$ cat src/z80_settings.svh
`ifndef Z80_SETTINGS_SVH
`define Z80_SETTINGS_SVH

// Bus widths
`define Z80_DATA_W 8
`define Z80_ADDR_W 16

// Clocks per machine cycle and the width of the T-state counter
`define Z80_TSTATES_M1 4
`define Z80_TSTATES_MEM 3
`define Z80_TSTATE_W 3

// Bit positions in F
`define Z80_FLAG_Z 6
`define Z80_FLAG_C 0

// First opcode fetch address
`define Z80_RESET_IP 16'h0000

`endif
$ cat src/z80_bus_pkg.sv
package z80_bus_pkg;

    // Kind of the machine cycle on the bus
    // M1 is the four clock opcode fetch, the others take three clocks
    typedef enum logic [1:0] {
        MCYCLE_M1     = 2'd0,
        MCYCLE_MEM_RD = 2'd1,
        MCYCLE_MEM_WR = 2'd2
    } mcycle_e;

endpackage

$ cat src/z80_isa_pkg.sv
`include "z80_settings.svh"

package z80_isa_pkg;

    // Fixed opcodes with their real Z80 encodings
    // LD r,n and the ALU group are decoded by bit fields instead
    typedef enum logic [`Z80_DATA_W-1:0] {
        OP_NOP      = 8'h00,
        OP_LD_IND_A = 8'h32,
        OP_LD_A_IND = 8'h3a,
        OP_HALT     = 8'h76,
        OP_JP       = 8'hc3,
        OP_JP_Z     = 8'hca,
        OP_JP_C     = 8'hda
    } opcode_e;

    // Operation field of the 10ooorrr group
    // ADC, SBC and CP are outside the subset and run as NOP
    typedef enum logic [2:0] {
        ALU_ADD = 3'b000,
        ALU_SUB = 3'b010,
        ALU_AND = 3'b100,
        ALU_XOR = 3'b101,
        ALU_OR  = 3'b110
    } alu_op_e;

    // Register field of an opcode
    // Code 6 selects (HL) on a real Z80 and means no register here
    typedef enum logic [2:0] {
        REG_B = 3'd0,
        REG_C = 3'd1,
        REG_D = 3'd2,
        REG_E = 3'd3,
        REG_H = 3'd4,
        REG_L = 3'd5,
        REG_A = 3'd7
    } reg_sel_e;

endpackage

$ cat src/alu8.sv
`timescale 1ns/1ps
`include "z80_settings.svh"

module alu8 (
    input  logic [`Z80_DATA_W-1:0] i_x,
    input  logic [`Z80_DATA_W-1:0] i_y,
    input  z80_isa_pkg::alu_op_e   i_func,
    output logic [`Z80_DATA_W-1:0] o_result,
    output logic [`Z80_DATA_W-1:0] o_flags
);

    // One extra bit holds carry out or borrow
    logic [`Z80_DATA_W:0] wide;
    logic                 carry;

    always_comb begin
        wide  = '0;
        carry = 1'b0;
        case (i_func)
            z80_isa_pkg::ALU_ADD: begin
                wide     = {1'b0, i_x} + {1'b0, i_y};
                o_result = wide[`Z80_DATA_W-1:0];
                carry    = wide[`Z80_DATA_W];
            end
            z80_isa_pkg::ALU_SUB: begin
                wide     = {1'b0, i_x} - {1'b0, i_y};
                o_result = wide[`Z80_DATA_W-1:0];
                carry    = wide[`Z80_DATA_W];
            end
            z80_isa_pkg::ALU_AND: o_result = i_x & i_y;
            z80_isa_pkg::ALU_XOR: o_result = i_x ^ i_y;
            z80_isa_pkg::ALU_OR:  o_result = i_x | i_y;
            default:              o_result = i_x;
        endcase
    end

    // Only Z and C are kept, everything else in F is zero
    always_comb begin
        o_flags              = '0;
        o_flags[`Z80_FLAG_Z] = (o_result == '0);
        o_flags[`Z80_FLAG_C] = carry;
    end

endmodule

$ cat src/cycle_timer.sv
`timescale 1ns/1ps
`include "z80_settings.svh"

module cycle_timer (
    input  logic                 clk,
    input  logic                 i_reset,
    input  z80_bus_pkg::mcycle_e i_mcycle,
    output logic                 o_mcycle_done
);

    localparam int LAST_M1  = `Z80_TSTATES_M1 - 1;
    localparam int LAST_MEM = `Z80_TSTATES_MEM - 1;

    logic [`Z80_TSTATE_W-1:0] count_q;

    // Last clock of the cycle depends on its kind
    assign o_mcycle_done = (i_mcycle == z80_bus_pkg::MCYCLE_M1) ?
                           (count_q == LAST_M1) : (count_q == LAST_MEM);

    always_ff @(posedge clk) begin
        if (i_reset) begin
            count_q <= '0;
        end else if (o_mcycle_done) begin
            // Next machine cycle starts over at T1
            count_q <= '0;
        end else begin
            count_q <= count_q + 1'b1;
        end
    end

endmodule

$ cat src/insn_collector.sv
`timescale 1ns/1ps
`include "z80_settings.svh"

module insn_collector (
    input  logic                   clk,
    input  logic                   i_reset,
    input  logic [`Z80_DATA_W-1:0] i_bus_rdata,
    input  logic                   i_capture,
    input  logic                   i_clear,
    output logic [`Z80_DATA_W-1:0] o_opcode,
    output logic [`Z80_ADDR_W-1:0] o_operand
);

    // Number of bytes taken for the running instruction
    logic [1:0]             count_q;
    logic [`Z80_DATA_W-1:0] opcode_q;
    logic [`Z80_DATA_W-1:0] lo_q;
    logic [`Z80_DATA_W-1:0] hi_q;

    always_ff @(posedge clk) begin
        if (i_reset || i_clear) begin
            count_q <= '0;
        end else if (i_capture) begin
            count_q <= count_q + 2'd1;
        end
    end

    // Little-endian order, opcode first
    always_ff @(posedge clk) begin
        if (i_reset || i_clear) begin
            // An empty collector reads as NOP
            opcode_q <= z80_isa_pkg::OP_NOP;
            lo_q     <= '0;
            hi_q     <= '0;
        end else if (i_capture) begin
            case (count_q)
                2'd0:    opcode_q <= i_bus_rdata;
                2'd1:    lo_q <= i_bus_rdata;
                default: hi_q <= i_bus_rdata;
            endcase
        end
    end

    // The byte arriving now is already visible to decode
    always_comb begin
        o_opcode  = opcode_q;
        o_operand = {hi_q, lo_q};
        if (i_capture) begin
            case (count_q)
                2'd0:    o_opcode = i_bus_rdata;
                2'd1:    o_operand[`Z80_DATA_W-1:0] = i_bus_rdata;
                default: o_operand[`Z80_ADDR_W-1:`Z80_DATA_W] = i_bus_rdata;
            endcase
        end
    end

endmodule

$ cat src/register_file.sv
`timescale 1ns/1ps
`include "z80_settings.svh"

module register_file (
    input  logic                   clk,
    input  logic                   i_reset,
    input  logic                   i_wr,
    input  z80_isa_pkg::reg_sel_e  i_wnum,
    input  logic [`Z80_DATA_W-1:0] i_wdata,
    input  z80_isa_pkg::reg_sel_e  i_rnum,
    output logic [`Z80_DATA_W-1:0] o_rdata,
    output logic [`Z80_DATA_W-1:0] o_reg_a,
    input  logic                   i_f_wr,
    input  logic [`Z80_DATA_W-1:0] i_f_wdata,
    output logic [`Z80_DATA_W-1:0] o_reg_f
);

    // Indexed by register code, slot 6 is never written and reads zero
    logic [`Z80_DATA_W-1:0] regs [8];
    logic [`Z80_DATA_W-1:0] f_q;

    always_ff @(posedge clk) begin
        if (i_reset) begin
            for (int i = 0; i < 8; i++) begin
                regs[i] <= '0;
            end
        end else if (i_wr && (i_wnum != 3'd6)) begin
            regs[i_wnum] <= i_wdata;
        end
    end

    always_ff @(posedge clk) begin
        if (i_reset) begin
            f_q <= '0;
        end else if (i_f_wr) begin
            f_q <= i_f_wdata;
        end
    end

    assign o_rdata = regs[i_rnum];
    assign o_reg_a = regs[z80_isa_pkg::REG_A];
    assign o_reg_f = f_q;

endmodule

$ cat src/sequencer_control.sv
`timescale 1ns/1ps
`include "z80_settings.svh"

module sequencer_control (
    input  logic                   clk,
    input  logic                   i_reset,
    input  logic                   i_mcycle_done,
    input  logic [`Z80_DATA_W-1:0] i_bus_rdata,
    input  logic [`Z80_DATA_W-1:0] i_opcode,
    input  logic [`Z80_ADDR_W-1:0] i_operand,
    input  logic [`Z80_DATA_W-1:0] i_reg_rdata,
    input  logic [`Z80_DATA_W-1:0] i_reg_a,
    input  logic [`Z80_DATA_W-1:0] i_reg_f,
    input  logic [`Z80_DATA_W-1:0] i_alu_result,
    input  logic [`Z80_DATA_W-1:0] i_alu_flags,
    output z80_bus_pkg::mcycle_e   o_mcycle,
    output logic                   o_capture,
    output logic                   o_clear,
    output z80_isa_pkg::reg_sel_e  o_reg_rnum,
    output logic                   o_reg_wr,
    output z80_isa_pkg::reg_sel_e  o_reg_wnum,
    output logic [`Z80_DATA_W-1:0] o_reg_wdata,
    output logic                   o_f_wr,
    output logic [`Z80_DATA_W-1:0] o_f_wdata,
    output z80_isa_pkg::alu_op_e   o_alu_func,
    output logic [`Z80_DATA_W-1:0] o_alu_y,
    output logic [`Z80_ADDR_W-1:0] o_addr,
    output logic                   o_mem_rd,
    output logic                   o_mem_wr,
    output logic [`Z80_DATA_W-1:0] o_bus_wdata,
    output logic                   o_done,
    output logic                   o_opcode_fetch,
    output logic                   o_halted
);

    typedef enum logic [2:0] {
        ST_FETCH,
        ST_OPERAND_LO,
        ST_OPERAND_HI,
        ST_DATA,
        ST_HALTED
    } state_e;

    state_e                 state_q;
    state_e                 next_state;
    z80_bus_pkg::mcycle_e   next_mcycle;
    logic [`Z80_ADDR_W-1:0] ip_q;
    logic [`Z80_ADDR_W-1:0] ip_inc;
    logic [`Z80_ADDR_W-1:0] next_ip;
    logic [`Z80_ADDR_W-1:0] next_addr;
    logic                   next_rd;
    logic                   next_wr;
    logic                   insn_end;
    logic                   wr_reg;
    logic                   wr_f;
    logic                   is_ld_r_n;
    logic                   is_alu;
    logic                   alu_known;
    logic                   is_mem_op;
    logic                   is_jump;
    logic                   jump_taken;

    // ALU takes A and the register named by the low opcode field
    assign o_reg_rnum  = z80_isa_pkg::reg_sel_e'(i_opcode[2:0]);
    assign o_alu_func  = z80_isa_pkg::alu_op_e'(i_opcode[5:3]);
    assign o_alu_y     = i_reg_rdata;
    assign o_f_wdata   = i_alu_flags;
    assign o_reg_wdata = (state_q == ST_FETCH) ? i_alu_result : i_bus_rdata;

    always_comb begin
        case (o_alu_func)
            z80_isa_pkg::ALU_ADD, z80_isa_pkg::ALU_SUB, z80_isa_pkg::ALU_AND,
            z80_isa_pkg::ALU_XOR, z80_isa_pkg::ALU_OR: alu_known = 1'b1;
            default: alu_known = 1'b0;
        endcase
    end

    // Code 6 in either field is the (HL) form and runs as NOP
    assign is_ld_r_n = (i_opcode[7:6] == 2'b00) && (i_opcode[2:0] == 3'b110) &&
                       (i_opcode[5:3] != 3'b110);
    assign is_alu    = (i_opcode[7:6] == 2'b10) && (i_opcode[2:0] != 3'b110) && alu_known;
    assign is_mem_op = (i_opcode == z80_isa_pkg::OP_LD_A_IND) ||
                       (i_opcode == z80_isa_pkg::OP_LD_IND_A);
    assign is_jump   = (i_opcode == z80_isa_pkg::OP_JP) ||
                       (i_opcode == z80_isa_pkg::OP_JP_Z) ||
                       (i_opcode == z80_isa_pkg::OP_JP_C);
    assign jump_taken = (i_opcode == z80_isa_pkg::OP_JP) ||
                        ((i_opcode == z80_isa_pkg::OP_JP_Z) && i_reg_f[`Z80_FLAG_Z]) ||
                        ((i_opcode == z80_isa_pkg::OP_JP_C) && i_reg_f[`Z80_FLAG_C]);
    assign ip_inc = ip_q + 1'b1;

    always_comb begin
        next_state  = state_q;
        next_mcycle = z80_bus_pkg::MCYCLE_M1;
        next_addr   = ip_inc;
        next_ip     = ip_inc;
        next_rd     = 1'b1;
        next_wr     = 1'b0;
        insn_end    = 1'b0;
        wr_reg      = 1'b0;
        wr_f        = 1'b0;
        o_reg_wnum  = z80_isa_pkg::REG_A;
        case (state_q)
            ST_FETCH: begin
                if (is_ld_r_n || is_mem_op || is_jump) begin
                    next_state = ST_OPERAND_LO;
                    next_mcycle = z80_bus_pkg::MCYCLE_MEM_RD;
                end else if (i_opcode == z80_isa_pkg::OP_HALT) begin
                    next_state = ST_HALTED;
                    next_rd    = 1'b0;
                    insn_end   = 1'b1;
                end else begin
                    // ALU group or anything run as NOP
                    insn_end = 1'b1;
                    wr_reg   = is_alu;
                    wr_f     = is_alu;
                end
            end
            ST_OPERAND_LO: begin
                if (is_ld_r_n) begin
                    next_state = ST_FETCH;
                    insn_end   = 1'b1;
                    wr_reg     = 1'b1;
                    o_reg_wnum = z80_isa_pkg::reg_sel_e'(i_opcode[5:3]);
                end else begin
                    next_state  = ST_OPERAND_HI;
                    next_mcycle = z80_bus_pkg::MCYCLE_MEM_RD;
                end
            end
            ST_OPERAND_HI: begin
                if (is_mem_op) begin
                    next_state = ST_DATA;
                    next_addr  = i_operand;
                    if (i_opcode == z80_isa_pkg::OP_LD_IND_A) begin
                        next_mcycle = z80_bus_pkg::MCYCLE_MEM_WR;
                        next_rd     = 1'b0;
                        next_wr     = 1'b1;
                    end else begin
                        next_mcycle = z80_bus_pkg::MCYCLE_MEM_RD;
                    end
                end else begin
                    next_state = ST_FETCH;
                    insn_end   = 1'b1;
                    if (jump_taken) begin
                        next_ip   = i_operand;
                        next_addr = i_operand;
                    end
                end
            end
            ST_DATA: begin
                // IP already points past the operand
                next_state = ST_FETCH;
                next_addr  = ip_q;
                next_ip    = ip_q;
                insn_end   = 1'b1;
                wr_reg     = (i_opcode == z80_isa_pkg::OP_LD_A_IND);
            end
            default: begin
                next_addr = o_addr;
                next_ip   = ip_q;
                next_rd   = 1'b0;
            end
        endcase
    end

    assign o_done         = i_mcycle_done && insn_end;
    assign o_opcode_fetch = o_done && (next_state != ST_HALTED);
    assign o_clear        = o_done;
    assign o_capture      = i_mcycle_done && (state_q != ST_DATA) && (state_q != ST_HALTED);
    assign o_reg_wr       = i_mcycle_done && wr_reg;
    assign o_f_wr         = i_mcycle_done && wr_f;

    // Reset parks the machine at T1 of the first M1
    always_ff @(posedge clk) begin
        if (i_reset) begin
            state_q  <= ST_FETCH;
            o_mcycle <= z80_bus_pkg::MCYCLE_M1;
            o_addr   <= `Z80_RESET_IP;
            ip_q     <= `Z80_RESET_IP;
            o_mem_rd <= 1'b1;
            o_mem_wr <= 1'b0;
            o_halted <= 1'b0;
        end else if (i_mcycle_done) begin
            state_q  <= next_state;
            o_mcycle <= next_mcycle;
            o_addr   <= next_addr;
            ip_q     <= next_ip;
            o_mem_rd <= next_rd;
            o_mem_wr <= next_wr;
            o_halted <= (next_state == ST_HALTED);
        end
    end

    always_ff @(posedge clk) begin
        if (i_mcycle_done && next_wr) begin
            o_bus_wdata <= i_reg_a;
        end
    end

endmodule

$ cat src/z80_core.sv
`timescale 1ns/1ps
`include "z80_settings.svh"

module z80_core (
    input  logic                   clk,
    input  logic                   i_reset,
    input  logic [`Z80_DATA_W-1:0] i_bus_rdata,
    output logic [`Z80_ADDR_W-1:0] o_addr,
    output logic                   o_mem_rd,
    output logic                   o_mem_wr,
    output logic [`Z80_DATA_W-1:0] o_bus_wdata,
    output logic                   o_done,
    output logic                   o_opcode_fetch,
    output logic                   o_halted
);

    z80_bus_pkg::mcycle_e   mcycle;
    logic                   mcycle_done;
    logic                   capture;
    logic                   clear;
    logic [`Z80_DATA_W-1:0] opcode;
    logic [`Z80_ADDR_W-1:0] operand;
    z80_isa_pkg::reg_sel_e  reg_rnum;
    z80_isa_pkg::reg_sel_e  reg_wnum;
    logic                   reg_wr;
    logic [`Z80_DATA_W-1:0] reg_wdata;
    logic [`Z80_DATA_W-1:0] reg_rdata;
    logic [`Z80_DATA_W-1:0] reg_a;
    logic [`Z80_DATA_W-1:0] reg_f;
    logic                   f_wr;
    logic [`Z80_DATA_W-1:0] f_wdata;
    z80_isa_pkg::alu_op_e   alu_func;
    logic [`Z80_DATA_W-1:0] alu_y;
    logic [`Z80_DATA_W-1:0] alu_result;
    logic [`Z80_DATA_W-1:0] alu_flags;

    sequencer_control u_control (
        .clk            (clk),
        .i_reset        (i_reset),
        .i_mcycle_done  (mcycle_done),
        .i_bus_rdata    (i_bus_rdata),
        .i_opcode       (opcode),
        .i_operand      (operand),
        .i_reg_rdata    (reg_rdata),
        .i_reg_a        (reg_a),
        .i_reg_f        (reg_f),
        .i_alu_result   (alu_result),
        .i_alu_flags    (alu_flags),
        .o_mcycle       (mcycle),
        .o_capture      (capture),
        .o_clear        (clear),
        .o_reg_rnum     (reg_rnum),
        .o_reg_wr       (reg_wr),
        .o_reg_wnum     (reg_wnum),
        .o_reg_wdata    (reg_wdata),
        .o_f_wr         (f_wr),
        .o_f_wdata      (f_wdata),
        .o_alu_func     (alu_func),
        .o_alu_y        (alu_y),
        .o_addr         (o_addr),
        .o_mem_rd       (o_mem_rd),
        .o_mem_wr       (o_mem_wr),
        .o_bus_wdata    (o_bus_wdata),
        .o_done         (o_done),
        .o_opcode_fetch (o_opcode_fetch),
        .o_halted       (o_halted)
    );

    cycle_timer u_timer (
        .clk           (clk),
        .i_reset       (i_reset),
        .i_mcycle      (mcycle),
        .o_mcycle_done (mcycle_done)
    );

    insn_collector u_collector (
        .clk         (clk),
        .i_reset     (i_reset),
        .i_bus_rdata (i_bus_rdata),
        .i_capture   (capture),
        .i_clear     (clear),
        .o_opcode    (opcode),
        .o_operand   (operand)
    );

    register_file u_regs (
        .clk       (clk),
        .i_reset   (i_reset),
        .i_wr      (reg_wr),
        .i_wnum    (reg_wnum),
        .i_wdata   (reg_wdata),
        .i_rnum    (reg_rnum),
        .o_rdata   (reg_rdata),
        .o_reg_a   (reg_a),
        .i_f_wr    (f_wr),
        .i_f_wdata (f_wdata),
        .o_reg_f   (reg_f)
    );

    // Accumulator is always the first ALU operand
    alu8 u_alu (
        .i_x      (reg_a),
        .i_y      (alu_y),
        .i_func   (alu_func),
        .o_result (alu_result),
        .o_flags  (alu_flags)
    );

endmodule

$ cat config.mk
export PLATFORM = sky130hd
export DESIGN_NAME = z80_core
export DESIGN_NICKNAME = d
export VERILOG_FILES = /design/src/z80_bus_pkg.sv /design/src/z80_isa_pkg.sv /design/src/alu8.sv /design/src/cycle_timer.sv /design/src/insn_collector.sv /design/src/register_file.sv /design/src/sequencer_control.sv /design/src/z80_core.sv
export VERILOG_INCLUDE_DIRS = /design/src
export SDC_FILE = /design/constraint.sdc
export NUM_CORES = 1
export LEC_CHECK = 0
export BUFFER_PORTS_ARGS = -buffer_cell sky130_fd_sc_hd__buf_4
export CAP_MARGIN = 15
export CORE_MARGIN = 4
export CORE_UTILIZATION = 50
export CTS_BUF_LIST = sky130_fd_sc_hd__clkbuf_4 sky130_fd_sc_hd__clkbuf_8
export CTS_CLUSTER_DIAMETER = 80
export DETAILED_ROUTE_END_ITERATION = 12
export HOLD_SLACK_MARGIN = 0.03
export PLACE_DENSITY = 0.69
export REMOVE_ABC_BUFFERS = 1
export SYNTH_ARGS = -nofsm -noshare
export SYNTH_HDL_FRONTEND = slang
export SYNTH_HIERARCHICAL = 1
export SYNTH_SLANG_ARGS = --single-unit
$ cat constraint.sdc
create_clock -name clk -period 4.8 [get_ports clk]
set_input_delay 0.24 -clock clk [delete_from_list [all_inputs] [get_ports clk]]
set_output_delay 0.24 -clock clk [all_outputs]
set_load 0.02 [all_outputs]
==> impl_results.md, run 1 <==
- VDD IR-drop max: between 0.15 and 0.2 mV
- Count of buffers inserted at the top-level ports: 38
- Initial antenna violation count: 0
- Total gr overflow: 0
- P_int: 2020 uW
- Clock tree root driver cell: clkbuf_8
- CTS tree: done
- Fin crit share: 96.7%
- Number of endpoints failing setup at the final stage: 0
- Critical path, cell by cell: or3_4, and3_2, inv_2, a211oi_4, a21bo_2, nand2_2, buf_4, mux4_1, mux2_2, ha_1, fa_2, o21bai_4, a21oi_2, a21boi_0, o21ai_1, a31oi_2, mux2_4, clkinvlp_4, nor3_1
- Kind of end point of the critical path: flop
- RD Place Congestion: around 0.96
- Worst EP arrival: about 4.9 ns
- Sw Share: around a third
- Antenna Nets Post-Route: 0
- Wire length of the first global-routing pass: 38400 um
- TritonCTS sink count: 143
- Effective utilization at floorplan: 51.5%
- Net switching power of the design: ~1100 uW
- Combinational share of power: approximately a quarter
- Actual transition at the worst max-transition pin: about 0.84 ns
- Run status: finished clean
- Pre-Repair DR Iteration Count: 6
- Rows: 49
- Post-synthesis cell area: 9340 um2
- Nature of the critical path startpoint: flop
- Clock Latency Late Sink: 0.46 ns
- Synthesized netlist cell count: 956
- Layout-stage area growth over the synthesis result: 11.9%
- Type of the worst setup path: reg -> reg
- Max stage delay cell, worst path: mux4_1
- Final hold violation count: 0
- Fraction of power consumed by sequential logic: 43.8%
- Total power draw: 3080 uW
- Via count of the first global-routing pass: 7038
- Number of H-tree levels: 4
- Reported leakage power: 0.00392 uW
- Sequential cell area: 3580 um2
- Ant. Diodes: 0
- Post-DP HPWL: ~17000 um
- Final slew viol count: 0
- Count of placed standard cells in the final layout, fillers left out: 1225
- Crit Path Max Fanout: 7
- Standard cell core area: 18100 um2
- IO Count: 39
- Number of vias in the routed layout: 7703
- Drc violations: 0
- Warning count from the yosys run: 6
- Timing-limited maximum frequency: about 220 MHz
- Relative contribution of the clock network to total power: 33.0%
- Detailed Route Iter0 Violations: between 900 and 1000
- Critical Path Max Stage Delay: approximately 0.55 ns
- Min cycle time layout: around 4.6 ns
- Clock Skews: 0.0196 ns
- Total die area: 20900 um2
- Number of buffers on the longest clock path: 2
- Chip height: 145 um
- DR vias/cell: between 6 and 7
- Mean cell area of the mapped netlist: 9.77 um2
- Horizontal die dimension: 145 um
- Number of placed instances, taps included: 1187
- Clock buffer count from CTS: 17
- Final layout net count: just over 1000
- MaxCap Viol Count: 0
- Sum of buffers and inverters on the critical path: 3
- Count of filler cells inserted in the layout: 1560
- Routed wire length per instance: 20.0 um
- Clock slew seen by the registers of the worst setup and hold paths: roughly 0.11 ns
- Req. time, crit path: 5.10 ns
- Cts-stage hold buffer count: 0
- Pin count of the biggest net entering global routing: 62
- Cell family with the largest share of critical-path delay: compound AO/OA/AOI/OAI gates
- Fraction of final layout cells sized beyond drive strength 1: 25.6%
- PwrDens: 295 nW/um2
- Post-detailed-routing wire length: 24500 um
- Slew HR: ~44%
- Aggregate global-route resource usage: 23.5%
- Combined area of the multi-input logic cells: approximately 5200 um2
- Worst min-delay path class: in -> reg
==> timing repair <==
| item | 4_1_cts | 5_1_grt |
|---|---|---|
| resized for setup | 4 | 43 |
| pin swaps | 0 | 9 |
| buffers inserted | 0 | 6 |
| endpoints found under the setup margin | 18 | 84 |
==> power groups by stage <==
stage | clock network, uW | registers [uW] | logic, uW
after CTS | 1040 | 1350 | 637
after detailed placement | 0 | 1380 | 631
after floorplan | 0 | 1380 | 411
final | 1020 | 1350 | 717
after global routing | 1090 | 1350 | 773
after global placement | 0 | 1370 | 623
==> sequential cells by signal, indices dropped and copies added (netlist names) <==
register               flops
u_regs/regs               64
u_control/o_mem_wr         1
u_collector/hi_q           8
u_control/o_halted         1
u_timer/count_q            3
u_control/o_bus_wdata      8
u_collector/count_q        2
u_control/o_addr          16
u_collector/opcode_q       8
u_collector/lo_q           8
u_control/state_q          3
u_control/o_mem_rd         1
u_regs/o_reg_f             2
u_control/ip_q            16
u_control/o_mcycle         2
==> stage by stage <==
| step | hold WS [ns] | setup TNS [ns] | area [um2] | worst slack [ns] | utilization, % |
|---|---|---|---|---|---|
| after floorplan | 0.305 | -253.28 | 8810 | -2.09 | - |
| after global placement | 0.456 | 0 | 9780 | 0.0793 | 53.9 |
| after detailed placement | 0.460 | -0.251 | 9780 | -0.0441 | 53.9 |
| after CTS | 0.100 | 0 | 10200 | 0.00736 | 56.3 |
| after global routing | 0.0949 | -0.158 | 10400 | -0.0238 | 57.6 |
| final | 0.122 | 0 | 10400 | 0.159 | 57.6 |
==> placed cells by master (no fill, tap or decap), drive strengths merged, types with 11 or more instances in the layout <==
master and n:
buf 94, a31oi 16, dfxtp 71, a221oi 14, nand3 37, o211ai 13, ha 29, nor3b 19
mux2 37, o21ai 44, mux2i 15, a21oi 55, edfxtp 72, nor3 82, clkbuf 17, a211oi 11
a21bo 16, xnor2 12, nor2 37, inv 52, mux4 16, nand2 62
==> worst register-to-register path, delay by kind of cell, from the launching register on <==
family	cells	cell delay, ns
AO/OA/AOI/OAI	7	1.06
adder cells (fa/ha/maj)	2	0.62
buffers and inverters	3	0.46
flip-flops	1	0.33
multiplexers	3	1.06
AND/OR/NAND/NOR	4	0.96
==> path summary, 6_finish.rpt <==
check | startpoint | endpoint | slack (ns) | depth (start not counted)
max | u_control/o_mcycle[1] | u_regs/regs[5][6] | 0.16 | 19
min | i_bus_rdata[0] | u_collector/opcode_q[0] | 0.12 | 3
max reg2reg | u_control/o_mcycle[1] | u_regs/regs[5][6] | 0.16 | 19
min reg2reg | u_control/o_mem_wr | u_control/o_mem_wr | 0.47 | 2
==> routing by layer <==
layer  up-vias  part of all wire [%]  track usage, %
met5         -                     0               0
met4         0                   1.6            6.63
met3        42                   7.6            4.93
met2       335                    45            35.2
met1      3708                    46            34.6
li1       3618                     -               -
==> area by class of cell <==
cell class	count	area share (%)
multi-input combinational	682	50.2
sequential	143	34.3
timing repair buffer	94	6.91
tap	229	2.74
clock buffer	17	2.24
clock inverter	15	1.90
inverter	45	1.68
(Power assumes the default switching activity.)
==> inputs of run 2 (changes only) <==
--- a/config.mk
+++ b/config.mk
@@ -14,7 +14,7 @@
 export CTS_CLUSTER_DIAMETER = 80
 export DETAILED_ROUTE_END_ITERATION = 12
 export HOLD_SLACK_MARGIN = 0.03
-export PLACE_DENSITY = 0.69
+export PLACE_DENSITY = 0.67
 export REMOVE_ABC_BUFFERS = 1
 export SYNTH_ARGS = -nofsm -noshare
 export SYNTH_HDL_FRONTEND = slang
==> constraint.sdc (replaced) <==
create_clock -name clk -period 4.3 [get_ports clk]
set_input_delay 0.215 -clock clk [delete_from_list [all_inputs] [get_ports clk]]
set_output_delay 0.215 -clock clk [all_outputs]
set_load 0.02 [all_outputs]
==> impl_results.md, run 2 (synthesis results as in run 1) <==
- Register-to-register path setup slack: -0.31 ns
- Most flops, register: u_regs/regs
- Clock tree root driver cell: clkbuf_8
- IO Count: 39
- DR vias/cell: around 6.4
- Layout-stage area growth over the synthesis result: 21.6%
- Final core area utilization: 62.6%
- Pin count of the biggest net entering global routing: 62
- Min cycle time layout: 4.61 ns
- Routed wire length per instance: 20.9 um
- Most prevalent standard cell on the critical path: buf_4
- Nature of the critical path startpoint: flop
- Final slew viol count: 0
- Standard cell core area: 18100 um2
- Rows: 49
- Chip height: 145 um
- Failing checks: negative setup slack
- Fraction of final layout cells sized beyond drive strength 1: 35.5%
- First element of the critical path: u_control/o_mcycle[1]
- Number of stages on the worst setup path: 23
- VDD IR-drop max: 0.232 mV
- Fin crit share: 107%
- Detailed Route Iter0 Violations: a little over 1000
- Setup repair after global routing missed its margin: true
- Run status: complete, but fails checks
- Kind of end point of the critical path: flop
- Number of buffers on the longest clock path: 2
- Capture point of the critical path: u_regs/regs[1][5]
- Wire length of the first global-routing pass: 41000 um
- Antenna Nets Post-Route: 0
- Reg-to-Reg End: u_regs/regs[1][5]
- Post-detailed-routing wire length: 26900 um
- Clock slew seen by the registers of the worst setup and hold paths: approximately 0.09 ns
- Final layout net count: 1085
- Total gr overflow: 0
- Horizontal die dimension: between 100 and 150 um
- Max FFs per register: 64
- Effective utilization at floorplan: between 50 and 60%
- RD Place Congestion: between 0.9 and 1
- Pre-Repair DR Iteration Count: 6
- Number of endpoints failing setup at the final stage: 37
- Number of H-tree levels: 4
- Worst-case setup margin in the final layout: -0.308 ns
- Commonest cells after routing, fill and taps aside: buf_4, edfxtp_1, dfxtp_1, nand2_1, nor3_1
- Registers with the most flip-flops: u_regs/regs (64), u_control/ip_q (16), u_control/o_addr (16)
- Cts-stage hold buffer count: 0
- Count of filler cells inserted in the layout: 1468
- Critical Path Max Stage Delay: between 0.3 and 0.4 ns
- Drc violations: 0
- Sequential cell area: around 3600 um2
- R2r startpoint: u_control/o_mcycle[1]
- Critical path, cell by cell: or3_4, and3_4, inv_4, a211oi_4, buf_4, a21bo_2, nand2_2, buf_4, buf_4, mux4_2, mux2_4, inv_4, ha_4, buf_6, nor4_4, buf_4, or4_4, o211ai_1, o22a_1, mux2_4, clkinvlp_4, buf_12, nor3_2
- Worst EP arrival: 4.82 ns
- Final hold violation count: 0
- FF-to-FF path depth: 23
- Timing-limited maximum frequency: 217 MHz
- Post-DP HPWL: roughly 18000 um
- Clock Skews: around 0.017 ns
- Actual transition at the worst max-transition pin: 0.830 ns
- Most frequent standard cell in the layout excluding fill and tap cells: buf_4
- Worst slack on hold paths: 0.101 ns
- TritonCTS sink count: 143
- Cell family with the largest share of critical-path delay: buffers and inverters
- PwrDens: 324 nW/um2
- Total die area: 20900 um2
- Clock Latency Late Sink: 0.46 ns
- Type of the worst setup path: reg -> reg
- CTS tree: done
- DP Area: 10100 um2
- Slew HR: 44.6%
- MaxCap Viol Count: 0
- Reported leakage power: ~0.0044 uW
- Count of buffers inserted at the top-level ports: 38
- Crit Path Max Fanout: 6
- Design area: between 10000 and 15000 um2
- Worst slack, placed: -0.520 ns
- Ant. Diodes: 0
- Clock buffer count from CTS: 17
- Combined area of the multi-input logic cells: 5640 um2
- Sum of negative setup slack: -5.44 ns
- Req. time, crit path: 4.51 ns
- Initial antenna violation count: 0
- Number of vias in the routed layout: 8168
- Aggregate global-route resource usage: between 20% and 30%
- Worst min-delay path class: in -> reg
- Via count of the first global-routing pass: 7502
- Sum of buffers and inverters on the critical path: 9
- Max stage delay cell, worst path: or3_4
## run 2: changes by cell type in the layout (fill, tap and decap cells not counted), sizes merged
cell	before	now
buf	94	155
clkinv	7	5
bufinv	0	1
clkinvlp	1	4
inv	52	50
## run 2: metal layers
layer,up-vias,wire (um),global-route usage (%)
met4,0,625,7.76
li1,3739,-,-
met2,444,12100,37.1
met1,3929,12100,37.2
met5,-,0,0
met3,56,2100,4.96
## run 2: repair_timing
action                                  4_1_cts  5_1_grt
hold endpoints to repair                      0        0
pin swaps                                    29       45
endpoints found under the setup margin       51       87
resized for setup                            95       79
setup buffers                                 5       15
## run 2: cell type report
cell class / count / area share [%]
multi-input cells: 682 / 49.6
clock buffers: 17 / 2.06
repair buffers: 155 / 11.0
clock inverters: 15 / 1.30
inverters: 45 / 1.97
flip-flops and latches: 143 / 31.6
well taps: 229 / 2.52
## run 2: worst min-delay path, stage by stage
cell and delay (ns):
buf_4 0.14, nand3_1 0.10, a21oi_1 0.06
## run 2: worst min path at each step
stage | startpoint | depth (start not counted) | to
floorplan | i_reset | 1 | u_control/o_mcycle[0]
global placement | u_control/o_mem_wr | 2 | u_control/o_mem_wr
detailed placement | u_control/o_mem_wr | 2 | u_control/o_mem_wr
CTS | i_bus_rdata[7] | 3 | u_collector/lo_q[7]
global route | i_bus_rdata[3] | 3 | u_collector/opcode_q[3]
finish | i_bus_rdata[1] | 3 | u_collector/lo_q[1]
## run 2: where the power goes
part           switching, uW  internal, uW  total [uW]
logic                    615           481        1100
registers               32.1          1470        1510
clock network            602           473        1070
total                   1250          2430        3680
## run 2: stage by stage
stage               instances  power (uW)
global route             1286        3830
global placement         1234        2300
detailed placement       1234        2310
finish                   1286        3680
floorplan                 870        2000
CTS                      1271        3490
==> inputs of run 3 (changes only) <==
--- a/config.mk
+++ b/config.mk
@@ -6,6 +6,7 @@
 export SDC_FILE = /design/constraint.sdc
 export NUM_CORES = 1
 export LEC_CHECK = 0
+export ABC_AREA = 1
 export BUFFER_PORTS_ARGS = -buffer_cell sky130_fd_sc_hd__buf_4
 export CAP_MARGIN = 15
 export CORE_MARGIN = 4
==> impl_results.md, run 3 <==
- Nature of the critical path startpoint: flop
- RD Place Congestion: 1.00
- Combinational share of power: 28.5%
- Worst slack, placed: about 0.10 ns
- VDD IR-drop max: 0.200 mV
- Clock buffer count from CTS: 17
- Design area: 10400 um2
- Sw Share: 35.5%
- Detailed Route Iter0 Violations: 623
- Worst min-delay path class: in -> reg
- Setup repair after global routing missed its margin: false
- Rows: ~50
- Post-DP HPWL: 18500 um
- Clock Latency Late Sink: 0.47 ns
- Worst-case setup margin in the final layout: 0.282 ns
- Post-synthesis cell area: 9320 um2
- DR vias/cell: 5.24
- Cts-stage hold buffer count: 0
- Sum of negative setup slack: 0 ns
- MaxCap Viol Count: 0
- Timing-limited maximum frequency: 249 MHz
- Crit Path Max Fanout: 12
- Final slew viol count: 0
- Run status: finished clean
- Clock Skews: 0.0269 ns
- P_int: 2450 uW
- Antenna Nets Post-Route: 0
- Most frequent standard cell in the layout excluding fill and tap cells: nand2_1
- Initial antenna violation count: 0
- Pre-Repair DR Iteration Count: 6
- Clock slew seen by the registers of the worst setup and hold paths: around 0.09 ns
- Fraction of power consumed by sequential logic: 39.8%
- CTS tree: done
- Reported leakage power: about 0.0052 uW
- Layout-stage area growth over the synthesis result: 11.4%
- Fin crit share: 93.4%
- Commonest cells after routing, fill and taps aside: nand2_1, inv_1, nor2_1, nand3_1, buf_4
- Req. time, crit path: 4.45 ns
- Worst EP arrival: 4.16 ns
- Min cycle time layout: 4.02 ns
- IO Count: 39
- Final hold violation count: 0
- Total die area: 20900 um2
- TritonCTS sink count: between 100 and 150
- Synthesized netlist cell count: about 1400
- Pin count of the biggest net entering global routing: 36
- Final core area utilization: 57.2%
- Most prevalent standard cell on the critical path: nor2_1
- Critical path, cell by cell: o21ai_1, nand3_2, inv_1, o21ai_0, nor2_1, buf_4, nand2_2, buf_4, nand2_1, o21ai_1, inv_1, buf_4, inv_1, nor2_1, nand3_1, nor2_1, a211oi_1, nor2_1, inv_1, nor2_1, nand3_2, nand2_2
- Total gr overflow: 0
- Most flops, register: u_regs/regs
- Max FFs per register: 64
- Count of buffers inserted at the top-level ports: 38
- DP Area: ~9900 um2
- Registers with the most flip-flops: u_regs/regs (64), u_control/ip_q (16), u_control/o_addr (16)
- Number of placed instances, taps included: 1618
- Kind of end point of the critical path: flop
- Number of buffers on the longest clock path: 2
- Drc violations: 0
- Chip height: 145 um
- Count of placed standard cells in the final layout, fillers left out: 1650
- Critical Path Max Stage Delay: 0.34 ns
- Fraction of final layout cells sized beyond drive strength 1: 13.0%
- Max stage delay cell, worst path: dfxtp_1
- Wire length of the first global-routing pass: between 40000 and 50000 um
- Effective utilization at floorplan: 51.4%
- Final layout net count: roughly 1400
- Horizontal die dimension: between 100 and 150 um
- Relative contribution of the clock network to total power: 31.7%
- Routed wire length per instance: 15.3 um
- Via count of the first global-routing pass: 8222
- PwrDens: 366 nW/um2
- Warning count from the yosys run: 6
- Number of H-tree levels: 4
- Post-detailed-routing wire length: 25200 um
- Number of endpoints failing setup at the final stage: 0
- Slew HR: 36.1%
- Mean cell area of the mapped netlist: 6.84 um2
- Aggregate global-route resource usage: roughly 25%
- Number of vias in the routed layout: 8641
- Type of the worst setup path: reg -> reg
- Actual transition at the worst max-transition pin: 0.958 ns
- Ant. Diodes: 0
- Clock tree root driver cell: clkbuf_8
- Standard cell core area: 18100 um2
- Net switching power of the design: between 1000 and 1500 uW
[run 3: changes by cell type in the layout (fill, tap and decap cells not counted), sizes merged, moves of 30 or more]
cell,delta
buf,-77
nor3,-74
o21ai,+30
nor2,+144
inv,+222
mux2,-37
nand2,+291
nand3,+82
[run 3: area by class of cell]
type / count / area, um2
Tap cell: 229 / 287
Sequential cell: 143 / 3580
Multi-Input combinational cell: 899 / 4410
Clock buffer: 17 / 234
Timing Repair Buffer: 78 / 636
Clock inverter: 15 / 218
Fill cell: 1780 / 7760
Inverter: 269 / 1020
[run 3: worst paths after layout]
kind                                from                       to  slack [ns]  cells after the start
setup / recovery   u_control/o_mcycle[1]        u_regs/regs[2][2]        0.28                     22
hold / removal            i_bus_rdata[3]  u_collector/opcode_q[3]        0.11                      3
setup reg to reg   u_control/o_mcycle[1]        u_regs/regs[2][2]        0.28                     22
hold reg to reg   u_collector/count_q[1]   u_collector/count_q[1]        0.46                      2
[run 3: per-stage QoR]
stage,hold slack [ns],power (uW)
after floorplan,0.284,2200
after global placement,0.451,2590
after detailed placement,0.458,2600
after CTS,0.0872,3800
after global routing,0.0915,4010
final,0.109,3810
[run 3: what timing repair did]
action,in CTS,in global routing
buffers inserted,0,0
gates resized for setup,0,24
setup endpoints to repair,0,91
[run 3: power groups by stage]
stage	clock network [uW]	logic, uW	registers [uW]
final	1210	1080	1520
after global routing	1290	1200	1520
after CTS	1230	1060	1520
after detailed placement	0	1050	1550
after global placement	0	1050	1550
after floorplan	0	648	1550
[run 3: metal layers]
| metal | track usage [%] | share of wire (%) | vias to the layer above |
|---|---|---|---|
| met5 | 0 | 0 | - |
| met4 | 9.62 | 2.9 | 0 |
| met3 | 4.43 | 5.8 | 50 |
| met2 | 43.0 | 49 | 287 |
| met1 | 31.0 | 42 | 3986 |
| li1 | - | - | 4318 |
[run 3: worst max-delay path: cells and delay by family, from the launching register on]
| family | cells | cell delay, ns |
|---|---|---|
| simple gates | 11 | 2.00 |
| buf+inv | 7 | 0.98 |
| compound gates | 4 | 0.39 |
| flops | 1 | 0.34 |
